[config.mk]
export PLATFORM = sky130hd
export DESIGN_NAME = c16_mem_glue
export DESIGN_NICKNAME = d
export VERILOG_FILES = /design/src/verilog/c16_mem_pkg.sv /design/src/verilog/c16_bus_latch.sv /design/src/verilog/prg_loader.sv /design/src/verilog/zp_shadow.sv /design/src/verilog/tap_fetch.sv /design/src/verilog/sdram_slot_arbiter.sv /design/src/verilog/c16_mem_glue.sv
export VERILOG_INCLUDE_DIRS = /design/src /design/src/verilog
export SDC_FILE = /design/constraint.sdc
export NUM_CORES = 1
export LEC_CHECK = 0
export BUFFER_PORTS_ARGS = -buffer_cell sky130_fd_sc_hd__buf_2
export CAP_MARGIN = 40
export CORE_UTILIZATION = 51
export DETAILED_ROUTE_END_ITERATION = 12
export PLACE_DENSITY = 0.72
export SLEW_MARGIN = 15
export SYNTH_ARGS = -nofsm -noshare
export SYNTH_HDL_FRONTEND = slang
export SYNTH_HIERARCHICAL = 1
export SYNTH_SLANG_ARGS = --single-unit
export TNS_END_PERCENT = 5
[constraint.sdc]
create_clock -name clk28 -period 2.9 [get_ports clk28]
set_input_delay 0.58 -clock clk28 [delete_from_list [all_inputs] [get_ports clk28]]
set_output_delay 0.58 -clock clk28 [all_outputs]
set_load 0.01 [all_outputs]
[src/verilog/c16_mem_macros.svh]
`ifndef C16_MEM_MACROS_SVH
`define C16_MEM_MACROS_SVH

// --------------------
// memory map
`define TAP_MEM_START    25'h0020000
`define TAP_VERSION_OFS  25'h000000c

// ioctl download indices
`define IDX_PRG          8'h01
`define IDX_TAP          8'h41

// slot pair of 16 cycles, upper bit is clkref
`define SLOT_BITS        4

// basic end pointers in zero page, low byte first
`define ZP_END_PTR0      16'h002d
`define ZP_END_PTR1      16'h002f
`define ZP_END_PTR2      16'h0031
`define ZP_END_PTR3      16'h009d

`endif

[src/verilog/c16_mem_pkg.sv]
package c16_mem_pkg;

	typedef logic [7:0]  byte_t;
	typedef logic [15:0] word_t;
	typedef logic [15:0] cpu_addr_t;
	typedef logic [23:0] sd_addr_t;
	typedef logic [24:0] io_addr_t;

	// request from the c16 bus, levels follow cas
	typedef struct packed {
		cpu_addr_t addr;
		byte_t     wdata;
		logic      wr;
		logic      rd;
	} c16_req_t;

	// io side request, byte addressed
	typedef struct packed {
		io_addr_t addr;
		byte_t    wdata;
		logic     wr;
		logic     rd;
	} io_req_t;

	// word request towards the sdram
	typedef struct packed {
		sd_addr_t   addr;
		word_t      wdata;
		logic       we;
		logic       oe;
		logic [1:0] ds;
	} sd_req_t;

	typedef enum logic [2:0] {
		LD_IDLE,
		LD_ADDR_LO,
		LD_ADDR_HI,
		LD_DATA,
		LD_TAP
	} loader_state_t;

endpackage

[src/verilog/c16_bus_latch.sv]
`timescale 1ns/1ns
`include "c16_mem_macros.svh"

module c16_bus_latch import c16_mem_pkg::*; (
	input  logic     clk28,
	input  logic     reset,
	input  logic     c16_ras_n_i,
	input  logic     c16_cas_n_i,
	input  logic     c16_rw_i,
	input  byte_t    c16_a_i,
	input  byte_t    c16_dout_i,
	output c16_req_t c16_req_o,
	output logic     clkref_o,
	output logic     slot_io_start_o,
	output logic     slot_c16_start_o
);

	logic ras_q;
	logic cas_q;
	logic clkref_q;
	logic ras_seen;
	logic ras_fall;
	logic cas_fall;
	logic [`SLOT_BITS-1:0] slot_cnt;
	byte_t a_lo;
	byte_t a_hi;

	assign ras_fall = ras_q & ~c16_ras_n_i;
	assign cas_fall = cas_q & ~c16_cas_n_i;

	always_ff @(posedge clk28) begin
		if (reset) begin
			ras_q <= 1'b1;
			cas_q <= 1'b1;
			clkref_q <= 1'b0;
			ras_seen <= 1'b0;
			slot_cnt <= '0;
		end else begin
			ras_q <= c16_ras_n_i;
			cas_q <= c16_cas_n_i;
			clkref_q <= clkref_o;
			// counter locks onto the ras phase of the c16
			if (ras_fall)
				slot_cnt <= '0;
			else
				slot_cnt <= slot_cnt + 1'b1;
			if (cas_fall)
				ras_seen <= 1'b0;
			if (ras_fall)
				ras_seen <= 1'b1;
		end
	end

	// row on ras, column on cas
	always_ff @(posedge clk28) begin
		if (ras_fall)
			a_lo <= c16_a_i;
		if (cas_fall)
			a_hi <= c16_a_i;
	end

	assign clkref_o = slot_cnt[`SLOT_BITS-1];
	assign slot_io_start_o = clkref_q & ~clkref_o;
	assign slot_c16_start_o = ~clkref_q & clkref_o;

	// levels start once the high byte is latched
	assign c16_req_o.addr = {a_hi, a_lo};
	assign c16_req_o.wdata = c16_dout_i;
	assign c16_req_o.wr = ~cas_q & ~c16_cas_n_i & ~c16_rw_i;
	assign c16_req_o.rd = ~cas_q & ~c16_cas_n_i & c16_rw_i;

	a_cas_after_ras: assert property (@(posedge clk28) disable iff (reset)
		cas_fall |-> ras_seen);

endmodule

[src/verilog/prg_loader.sv]
`timescale 1ns/1ns
`include "c16_mem_macros.svh"

module prg_loader import c16_mem_pkg::*; (
	input  logic     clk28,
	input  logic     reset,
	input  logic     ioctl_wr_i,
	input  io_addr_t ioctl_addr_i,
	input  byte_t    ioctl_data_i,
	input  byte_t    ioctl_index_i,
	input  logic     ioctl_download_i,
	input  logic     slot_io_start_i,
	input  logic     slot_c16_start_i,
	output io_req_t  ld_req_o,
	output logic     prg_done_o,
	output io_addr_t tap_end_o,
	output logic [1:0] tap_version_o,
	output logic     tap_restart_o,
	output logic     c16_wait_o
);

	loader_state_t state;
	io_addr_t ld_addr;
	byte_t byte_buf;
	byte_t wdata;
	logic pend;
	logic wr_lvl;
	logic tap_mode;
	logic prg_dl;
	logic tap_dl;
	logic prg_dl_q;
	logic done_pend;

	assign prg_dl = ioctl_download_i && (ioctl_index_i == `IDX_PRG);
	assign tap_dl = ioctl_download_i && (ioctl_index_i == `IDX_TAP);

	always_ff @(posedge clk28) begin
		if (reset) begin
			state <= LD_IDLE;
			pend <= 1'b0;
			wr_lvl <= 1'b0;
			tap_mode <= 1'b0;
			prg_dl_q <= 1'b0;
			done_pend <= 1'b0;
			prg_done_o <= 1'b0;
			tap_end_o <= `TAP_MEM_START;
			tap_version_o <= 2'd0;
		end else begin
			prg_dl_q <= prg_dl;
			prg_done_o <= 1'b0;

			// --------------------
			// slot handling
			if (slot_io_start_i) begin
				wr_lvl <= pend;
				pend <= 1'b0;
				if (pend)
					wdata <= byte_buf;
			end
			if (slot_c16_start_i && wr_lvl) begin
				wr_lvl <= 1'b0;
				ld_addr <= ld_addr + 25'd1;
				if (tap_mode)
					tap_end_o <= ld_addr + 25'd1;
			end

			// --------------------
			// byte sequencing
			case (state)
				LD_IDLE: begin
					if (prg_dl) begin
						tap_mode <= 1'b0;
						state <= LD_ADDR_LO;
					end else if (tap_dl) begin
						tap_mode <= 1'b1;
						ld_addr <= `TAP_MEM_START;
						tap_end_o <= `TAP_MEM_START;
						state <= LD_TAP;
					end
				end
				LD_ADDR_LO: begin
					if (!ioctl_download_i)
						state <= LD_IDLE;
					else if (ioctl_wr_i) begin
						ld_addr[7:0] <= ioctl_data_i;
						state <= LD_ADDR_HI;
					end
				end
				LD_ADDR_HI: begin
					if (!ioctl_download_i)
						state <= LD_IDLE;
					else if (ioctl_wr_i) begin
						ld_addr[24:8] <= {9'd0, ioctl_data_i};
						state <= LD_DATA;
					end
				end
				LD_DATA, LD_TAP: begin
					if (!ioctl_download_i)
						state <= LD_IDLE;
					else if (ioctl_wr_i) begin
						// held until the next io slot
						pend <= 1'b1;
						byte_buf <= ioctl_data_i;
						if (state == LD_TAP && ioctl_addr_i == `TAP_VERSION_OFS)
							tap_version_o <= ioctl_data_i[1:0];
					end
				end
				default: state <= LD_IDLE;
			endcase

			// end pointer is final once the last write went out
			if (prg_dl_q && !prg_dl)
				done_pend <= 1'b1;
			else if (done_pend && !pend && !wr_lvl) begin
				done_pend <= 1'b0;
				prg_done_o <= 1'b1;
			end
		end
	end

	assign ld_req_o.addr = ld_addr;
	assign ld_req_o.wdata = wdata;
	assign ld_req_o.wr = wr_lvl;
	assign ld_req_o.rd = 1'b0;

	assign tap_restart_o = (state == LD_TAP) || (tap_mode && (pend || wr_lvl));
	assign c16_wait_o = prg_dl;

endmodule

[src/verilog/zp_shadow.sv]
`timescale 1ns/1ns
`include "c16_mem_macros.svh"

module zp_shadow import c16_mem_pkg::*; (
	input  logic      clk28,
	input  logic      reset,
	input  c16_req_t  c16_req_i,
	input  logic      c16_cas_n_i,
	input  logic      prg_done_i,
	input  cpu_addr_t end_addr_i,
	input  byte_t     rd_byte_i,
	output byte_t     c16_din_o
);

	localparam cpu_addr_t ZP_BASE [4] = '{
		`ZP_END_PTR0, `ZP_END_PTR1, `ZP_END_PTR2, `ZP_END_PTR3
	};

	cpu_addr_t ptr [4];
	logic [3:0] lo_hit;
	logic [3:0] hi_hit;
	logic cas_q;
	logic zp_stb;
	byte_t ovl;

	// decode and overlay
	always_comb begin
		ovl = rd_byte_i;
		for (int i = 0; i < 4; i++) begin
			lo_hit[i] = c16_req_i.addr == ZP_BASE[i];
			hi_hit[i] = c16_req_i.addr == ZP_BASE[i] + 16'd1;
			if (lo_hit[i])
				ovl = ptr[i][7:0];
			if (hi_hit[i])
				ovl = ptr[i][15:8];
		end
	end

	assign c16_din_o = c16_req_i.rd ? ovl : rd_byte_i;

	// write strobe one cycle after cas fall, address is settled by then
	always_ff @(posedge clk28) begin
		if (reset) begin
			cas_q <= 1'b1;
			zp_stb <= 1'b0;
			for (int i = 0; i < 4; i++)
				ptr[i] <= '0;
		end else begin
			cas_q <= c16_cas_n_i;
			zp_stb <= cas_q & ~c16_cas_n_i;
			if (prg_done_i) begin
				for (int i = 0; i < 4; i++)
					ptr[i] <= end_addr_i;
			end else if (zp_stb && c16_req_i.wr) begin
				for (int i = 0; i < 4; i++) begin
					if (lo_hit[i])
						ptr[i][7:0] <= c16_req_i.wdata;
					if (hi_hit[i])
						ptr[i][15:8] <= c16_req_i.wdata;
				end
			end
		end
	end

endmodule

[src/verilog/tap_fetch.sv]
`timescale 1ns/1ns
`include "c16_mem_macros.svh"

module tap_fetch import c16_mem_pkg::*; (
	input  logic     clk28,
	input  logic     reset,
	input  logic     tap_restart_i,
	input  io_addr_t tap_end_i,
	input  logic     ioctl_download_i,
	input  logic     slot_io_start_i,
	input  logic     slot_c16_start_i,
	input  byte_t    io_rd_byte_i,
	input  logic     tap_wrfull_i,
	output io_req_t  tap_req_o,
	output byte_t    tap_data_o,
	output logic     tap_wrreq_o
);

	io_addr_t ptr;
	logic rd_lvl;
	logic held;

	always_ff @(posedge clk28) begin
		if (reset) begin
			ptr <= `TAP_MEM_START;
			rd_lvl <= 1'b0;
			held <= 1'b0;
		end else begin
			if (tap_wrreq_o)
				held <= 1'b0;
			if (tap_restart_i) begin
				ptr <= `TAP_MEM_START;
				rd_lvl <= 1'b0;
			end else begin
				// one read per io slot, only with room in the fifo
				if (slot_io_start_i && !ioctl_download_i && !held &&
				    ptr < tap_end_i && !tap_wrfull_i)
					rd_lvl <= 1'b1;
				if (slot_c16_start_i && rd_lvl) begin
					tap_data_o <= io_rd_byte_i;
					held <= 1'b1;
					rd_lvl <= 1'b0;
					ptr <= ptr + 25'd1;
				end
			end
		end
	end

	// strobe waits while the fifo is full
	assign tap_wrreq_o = held & ~tap_wrfull_i;

	assign tap_req_o.addr = ptr;
	assign tap_req_o.wdata = '0;
	assign tap_req_o.wr = 1'b0;
	assign tap_req_o.rd = rd_lvl;

endmodule

[src/verilog/sdram_slot_arbiter.sv]
`timescale 1ns/1ns

module sdram_slot_arbiter import c16_mem_pkg::*; (
	input  logic     clk28,
	input  logic     clkref_i,
	input  logic     memory_16k_i,
	input  c16_req_t c16_req_i,
	input  io_req_t  ld_req_i,
	input  io_req_t  tap_req_i,
	input  word_t    sdram_dout_i,
	output sd_req_t  sd_req_o,
	output byte_t    c16_rd_byte_o,
	output byte_t    io_rd_byte_o
);

	sd_addr_t c16_map;
	logic a0;

	// 16k mode drops a14/a15 so the ram aliases four times
	assign c16_map = memory_16k_i ?
		{10'd0, c16_req_i.addr[13:7], 1'b0, c16_req_i.addr[6:1]} :
		{9'd0, c16_req_i.addr[15:1]};

	always_comb begin
		if (clkref_i) begin
			sd_req_o.addr = c16_map;
			sd_req_o.wdata = {c16_req_i.wdata, c16_req_i.wdata};
			sd_req_o.we = c16_req_i.wr;
			sd_req_o.oe = c16_req_i.rd;
			a0 = c16_req_i.addr[0];
		end else if (tap_req_i.rd) begin
			sd_req_o.addr = tap_req_i.addr[24:1];
			sd_req_o.wdata = {tap_req_i.wdata, tap_req_i.wdata};
			sd_req_o.we = tap_req_i.wr;
			sd_req_o.oe = 1'b1;
			a0 = tap_req_i.addr[0];
		end else begin
			sd_req_o.addr = ld_req_i.addr[24:1];
			sd_req_o.wdata = {ld_req_i.wdata, ld_req_i.wdata};
			sd_req_o.we = ld_req_i.wr;
			sd_req_o.oe = ld_req_i.rd;
			a0 = ld_req_i.addr[0];
		end
		sd_req_o.ds = {a0, ~a0};
	end

	// each side picks its own half of the returned word
	assign c16_rd_byte_o = c16_req_i.addr[0] ? sdram_dout_i[15:8] : sdram_dout_i[7:0];
	assign io_rd_byte_o = tap_req_i.addr[0] ? sdram_dout_i[15:8] : sdram_dout_i[7:0];

	a_io_no_collision: assert property (@(posedge clk28)
		ld_req_i.wr |-> !tap_req_i.rd);

endmodule

[src/verilog/c16_mem_glue.sv]
`timescale 1ns/1ns

module c16_mem_glue import c16_mem_pkg::*; (
	input  logic     clk28,
	input  logic     reset,
	input  logic     c16_ras_n_i,
	input  logic     c16_cas_n_i,
	input  logic     c16_rw_i,
	input  byte_t    c16_a_i,
	input  byte_t    c16_dout_i,
	input  logic     ioctl_wr_i,
	input  io_addr_t ioctl_addr_i,
	input  byte_t    ioctl_data_i,
	input  byte_t    ioctl_index_i,
	input  logic     ioctl_download_i,
	input  logic     memory_16k_i,
	input  word_t    sdram_dout_i,
	input  logic     tap_wrfull_i,
	output sd_req_t  sd_req_o,
	output byte_t    c16_din_o,
	output byte_t    tap_data_o,
	output logic     tap_wrreq_o,
	output logic     c16_wait_o
);

	c16_req_t c16_req;
	io_req_t ld_req;
	io_req_t tap_req;
	io_addr_t tap_end;
	byte_t c16_rd_byte;
	byte_t io_rd_byte;
	logic clkref;
	logic slot_io_start;
	logic slot_c16_start;
	logic prg_done;
	logic tap_restart;

	c16_bus_latch i_bus_latch (
		.clk28            (clk28),
		.reset            (reset),
		.c16_ras_n_i      (c16_ras_n_i),
		.c16_cas_n_i      (c16_cas_n_i),
		.c16_rw_i         (c16_rw_i),
		.c16_a_i          (c16_a_i),
		.c16_dout_i       (c16_dout_i),
		.c16_req_o        (c16_req),
		.clkref_o         (clkref),
		.slot_io_start_o  (slot_io_start),
		.slot_c16_start_o (slot_c16_start)
	);

	// tape version feeds the deck, which lives outside this block
	prg_loader i_prg_loader (
		.clk28            (clk28),
		.reset            (reset),
		.ioctl_wr_i       (ioctl_wr_i),
		.ioctl_addr_i     (ioctl_addr_i),
		.ioctl_data_i     (ioctl_data_i),
		.ioctl_index_i    (ioctl_index_i),
		.ioctl_download_i (ioctl_download_i),
		.slot_io_start_i  (slot_io_start),
		.slot_c16_start_i (slot_c16_start),
		.ld_req_o         (ld_req),
		.prg_done_o       (prg_done),
		.tap_end_o        (tap_end),
		.tap_version_o    (),
		.tap_restart_o    (tap_restart),
		.c16_wait_o       (c16_wait_o)
	);

	zp_shadow i_zp_shadow (
		.clk28       (clk28),
		.reset       (reset),
		.c16_req_i   (c16_req),
		.c16_cas_n_i (c16_cas_n_i),
		.prg_done_i  (prg_done),
		.end_addr_i  (ld_req.addr[15:0]),
		.rd_byte_i   (c16_rd_byte),
		.c16_din_o   (c16_din_o)
	);

	tap_fetch i_tap_fetch (
		.clk28            (clk28),
		.reset            (reset),
		.tap_restart_i    (tap_restart),
		.tap_end_i        (tap_end),
		.ioctl_download_i (ioctl_download_i),
		.slot_io_start_i  (slot_io_start),
		.slot_c16_start_i (slot_c16_start),
		.io_rd_byte_i     (io_rd_byte),
		.tap_wrfull_i     (tap_wrfull_i),
		.tap_req_o        (tap_req),
		.tap_data_o       (tap_data_o),
		.tap_wrreq_o      (tap_wrreq_o)
	);

	sdram_slot_arbiter i_arbiter (
		.clk28         (clk28),
		.clkref_i      (clkref),
		.memory_16k_i  (memory_16k_i),
		.c16_req_i     (c16_req),
		.ld_req_i      (ld_req),
		.tap_req_i     (tap_req),
		.sdram_dout_i  (sdram_dout_i),
		.sd_req_o      (sd_req_o),
		.c16_rd_byte_o (c16_rd_byte),
		.io_rd_byte_o  (io_rd_byte)
	);

endmodule

Word level (Yosys, flattened, before mapping)
Memories as Yosys holds them, arrays and structs flattened.
Index checks and enable logic that the tools add are counted.

word-level totals
  register bits after elaboration = 134
  latch bits = 0
  memory bits (writable) = 64
  memory bits (read-only) = 0
  bits of input ports = 82
  output and inout port bits = 62
  word-level logic and storage cells = 217
  memories = 1

memories
  name             words  width  read ports  clocked after Yosys merged registers in  wr ports  line             text
  i_zp_shadow.ptr  4      16     4           0                                        4         zp_shadow.sv:19  cpu_addr_t ptr [4];

operators by class
  $add $sub $neg = 3
  multiply operators = 0
  divide/modulo/power cells = 0
  order comparisons = 1
  equal/unequal tests = 18
  shifts and indexed selects = 0
  mux-type cells = 107
  bitwise operators = 30
  reductions and logical operators = 35

operators by type and width
  kind                                                               number
  25-bit two-way mux                                                 8
  8-bit two-way mux                                                  21
  16-bit by 6-bit == test with 1-bit output (second input constant)  6
  42-bit two-way mux                                                 2
  16-bit two-way mux                                                 4
  1-bit two-way mux                                                  59
  25-bit by 1-bit adder with 25-bit output (second input constant)   2
  17-bit two-way mux                                                 2
  17-bit case mux with 2 select lines                                1
  16-bit by 8-bit == test with 1-bit output (second input constant)  2
  25-bit less-than comparator                                        1
  3-bit two-way mux                                                  7
  8-bit case mux with 2 select lines                                 1
  15-bit two-way mux                                                 1
  1-bit logical AND                                                  13
  1-bit OR                                                           12
  3-bit case mux with 4 select lines                                 1
  1-bit inverter                                                     10
  2-bit OR reduction                                                 5
  1-bit AND                                                          8
  8-bit by 1-bit == test with 1-bit output (second input constant)   1
  8-bit by 7-bit == test with 1-bit output (second input constant)   1
  4-bit AND reduction                                                2
  3-bit by 2-bit == test with 1-bit output (second input constant)   2
  13 further kinds                                                   22

Longest topological paths before layout
  depth after elaboration = 10
  depth in mapped cells = 10
  mapped depth without buffers = 8

Modules after synthesis
Netlist, hierarchy kept.

modules (own cells, without submodules)
  module              times used  cells each  area an instance (um^2)  sequential area each (um^2)
  zp_shadow           1           342         3747.3                   1961.9
  prg_loader          1           371         3716.1                   1951.9
  tap_fetch           1           250         2222.1                   780.7
  sdram_slot_arbiter  1           135         1058.5                   0.0
  c16_bus_latch       1           50          807.0                    620.6

Worst setup path after synthesis
OpenSTA, ideal clock, no wires.

  path kind = flip-flop to output port
  from = register i_bus_latch.a_hi[3]
  to = output port c16_din_o[0]
  arrival = 2.100 ns
  data required time = 2.320 ns
  slack = 0.220 ns
  stages on the path, launching flop included = 7
  path through = edfxtp_1 or4_4 or3_4 or3_1 buf_2 o221ai_1 o211ai_1

on the way
  word-level cells in the longest chain between the ends = 10
  elaborated cells between the ends (all ways) = 17
  classes of those cells = eq/ne: 8; mux: 9

ends and longest elaborated chain
  element                                    line                 text
  from (decl)                                c16_bus_latch.sv:26  byte_t a_hi;
  from (signal assigned)                     c16_bus_latch.sv:59  a_hi <= c16_a_i;
  16-bit by 6-bit == test with 1-bit output  zp_shadow.sv:30      lo_hit[i] = c16_req_i.addr == ZP_BASE[i];
  8-bit two-way mux                          zp_shadow.sv:32      if (lo_hit[i])
  8-bit two-way mux                          zp_shadow.sv:34      if (hi_hit[i])
  8-bit two-way mux                          zp_shadow.sv:32
  8-bit two-way mux                          zp_shadow.sv:34
  8-bit two-way mux                          zp_shadow.sv:32
  8-bit two-way mux                          zp_shadow.sv:34
  8-bit two-way mux                          zp_shadow.sv:32
  8-bit two-way mux (*)                      zp_shadow.sv:34
  8-bit two-way mux (*)                      zp_shadow.sv:39      assign c16_din_o = c16_req_i.rd ? ovl : rd_byte_i;
  to (decl)                                  c16_mem_glue.sv:20   output byte_t c16_din_o,

Mark *: on every way between the ends. The rest lies on a longest branch, timed or not.

Final worst setup path
  from = register i_bus_latch.a_hi[2]
  to = output port c16_din_o[0]

Same word-level chain as after synthesis.

==> flow_summary_export.csv <==
group,metric,value,unit
setup_path,startpoint_type,"register",
cts,clk_latency,0.43,ns
cts,clockBufferDepth,2,
run_status,status,"complete, but fails checks",
setup_path,r2r_cells,6,
setup_path,crit_path_end,"c16_din_o[0]",
cts,htree_levels,4,
layout,layout_common_cells,"edfxtp_1, buf_2, nand2_1",
drt,drc,0,
floorplanning,row_count,54,
global_route,track_usage,0.272,
cts,numCtsBuffers,17,
setup_path,critPathLaunch,"i_bus_latch/a_hi[2]",
timing,tns,-2.41,ns
timing,fin_skew,0.00819,ns
layout,layout_commonest_cell,"edfxtp_1",
floorplanning,die_x,152,µm
setup_path,r2r-end,"i_zp_shadow/ptr[0][12]",
setup_path,cp_data_arrival_time,2.64,ns
synth,ys_warn_count,6,
pwr,irDropWorstVdd,0.385,mV
setup_path,cp.required,2.32,ns
drt,first_iter_violations,500,
timing,setup_viol,8,
timing,fin_crit_sh,1.11,
layout,finalNetCount,1351,
timing,fin_ws,-0.315,ns
cts,clock-sinks,199,
floorplanning,io_pins,144,
timing,slew_headroom,0.533,
layout,area_delta_synth_final,13.6,%
floorplanning,die-area,23000,µm²
floorplanning,coreArea,21900,µm²
cts,clk_pin_slew,0.07,ns
pwr,p_sw,1.47,mW
placed_design,pre_cts_slack,-0.0315,ns
timing,fmax,311,MHz
drt,wirelength,30.4,mm
drt,drtAntennaViolNets,0,
pwr,switching_share,0.249,
pwr,p_comb_frac,0.082,
synth,syn_inst,1132,
placed_design,dpl.hpwl,22.3,mm
pwr,power_leakage,4.78,nW
drt,wire_per_inst,19.8,µm
run_status,violations,"setup timing",
global_route,grt_pass1_vias,8294,
placed_design,numPortBuffers,118,
hold_path,hold_path_class,"in -> reg",
pwr,p_seq_frac,0.529,
timing,rsz0062_at_grt,"yes",
synth,syn_area_per_cell,10.1,µm²
placed_design,gp_congestion,0.919,
synth,syn_area,11400,µm²
setup_path,path_max_fanout,8,
pwr,powerDensity,456,nW/µm²
cts,cts_root_buf,"clkbuf_16",
timing,finalHoldViolCount,0,
pwr,clkPwrFrac,0.389,
global_route,grt_max_degree,59,
timing,finalCriticalPeriod,3.22,ns
floorplanning,start_util,0.522,
cts,cts_hold_buf,0,
setup_path,path_class,"reg -> out",
global_route,grt-ovfl-total,0,
cts,cts_tree,"done",
global_route,antenna_found_initial,0,
layout,diodes,0,
drt,dr.pass1.iters,5,
layout,fin_util,0.593,
drt,vias,9006,
timing,worst_slew_pin_slew,0.698,ns
setup_path,reg2reg_from,"i_bus_latch/a_hi[2]",
pwr,power,5.92,mW
pwr,intPower,4.44,mW
setup_path,rrSetupSlack,0.17,ns
global_route,grt_first_pass_wirelength,46.2,mm
timing,slew_viol_final,0,
layout,drive_gt1_frac,0.235,
floorplanning,die_h,152,µm
drt,drt-vias-per-instance,5.87,
flow_run,maxCapViolCount,0,
setup_path,endpoint_kind,"output pin",
per-stage QoR:
| stage | instances | cell area [µm²] | hold WS, ns |
|---|---|---|---|
| 2_1_floorplan | 1140 | 11400 | 0.392 |
| 3_3_place_gp | 1495 | 12300 | 0.399 |
| 3_5_place_dp | 1495 | 12300 | 0.406 |
| 4_1_cts | 1531 | 12900 | 0.349 |
| 5_1_grt | 1535 | 13000 | 0.343 |
| 6_report | 1535 | 13000 | 0.356 |
flip-flops by register name, summed over array words and instances, names as in the netlist, 3 cells and up:
signal	flops
i_bus_latch/a_hi	8
i_bus_latch/a_lo	8
i_bus_latch/slot_cnt	4
i_prg_loader/byte_buf	8
i_prg_loader/ld_addr	25
i_prg_loader/state	3
i_prg_loader/tap_end_o	25
i_prg_loader/wdata	8
i_tap_fetch/ptr	25
i_tap_fetch/tap_data_o	8
i_zp_shadow/ptr	64
per-layer routing:
| layer | wire length [µm] | GRT usage | vias to the layer above |
|---|---|---|---|
| met2 | 15100 | 0.467 | 321 |
| li1 | - | - | 4301 |
| met1 | 13100 | 0.354 | 4329 |
| met3 | 1460 | 0.0335 | 55 |
| met5 | 0 | 0 | - |
| met4 | 747 | 0.0896 | 0 |
area by class of cell:
class                      instances  area (µm²)
fill                            1864        8920
sequential                       199        5280
multi-input combinational        800        5530
clock buffer                      19         454
tap                              280         350
timing repair buffer             184        1100
inverter                          40         150
clock inverter                    13         109
worst max-delay path, cell delays in order (launching register included):
cell      delay, ns
edfxtp_1       0.39
or4_4          0.56
or4_4          0.59
buf_6          0.17
o21ai_1        0.12
o21ai_0        0.10
o211ai_1       0.11
buf_2          0.17
power by group through the flow:
| stage | combinational (mW) | clock [mW] | sequential [mW] |
|---|---|---|---|
| floorplan | 0.259 | 0 | 3.19 |
| global placement | 0.458 | 0 | 3.19 |
| detailed placement | 0.465 | 0 | 3.19 |
| CTS | 0.476 | 2.33 | 3.13 |
| global route | 0.519 | 2.44 | 3.14 |
| finish | 0.486 | 2.30 | 3.13 |
worst min-delay path by stage:
stage / startpoint / to / slack [ns] / cells after the start
2_1_floorplan: i_zp_shadow/cas_q / i_zp_shadow/zp_stb / 0.39 / 2
3_3_place_gp: i_zp_shadow/cas_q / i_zp_shadow/zp_stb / 0.40 / 2
3_5_place_dp: i_prg_loader/byte_buf[5] / i_prg_loader/wdata[5] / 0.41 / 0
4_1_cts: c16_a_i[7] / i_bus_latch/a_lo[7] / 0.35 / 1
5_1_grt: c16_a_i[7] / i_bus_latch/a_lo[7] / 0.34 / 1
6_report: c16_a_i[4] / i_bus_latch/a_lo[4] / 0.36 / 1
timing repair:
item,CTS,global route
endpoints found under the setup margin,8,16
buffers inserted,4,4
endpoints found under the hold margin,0,0
gates resized for setup,14,9
pin swaps,11,2
Note: power is estimated with default switching activity, not from simulation.
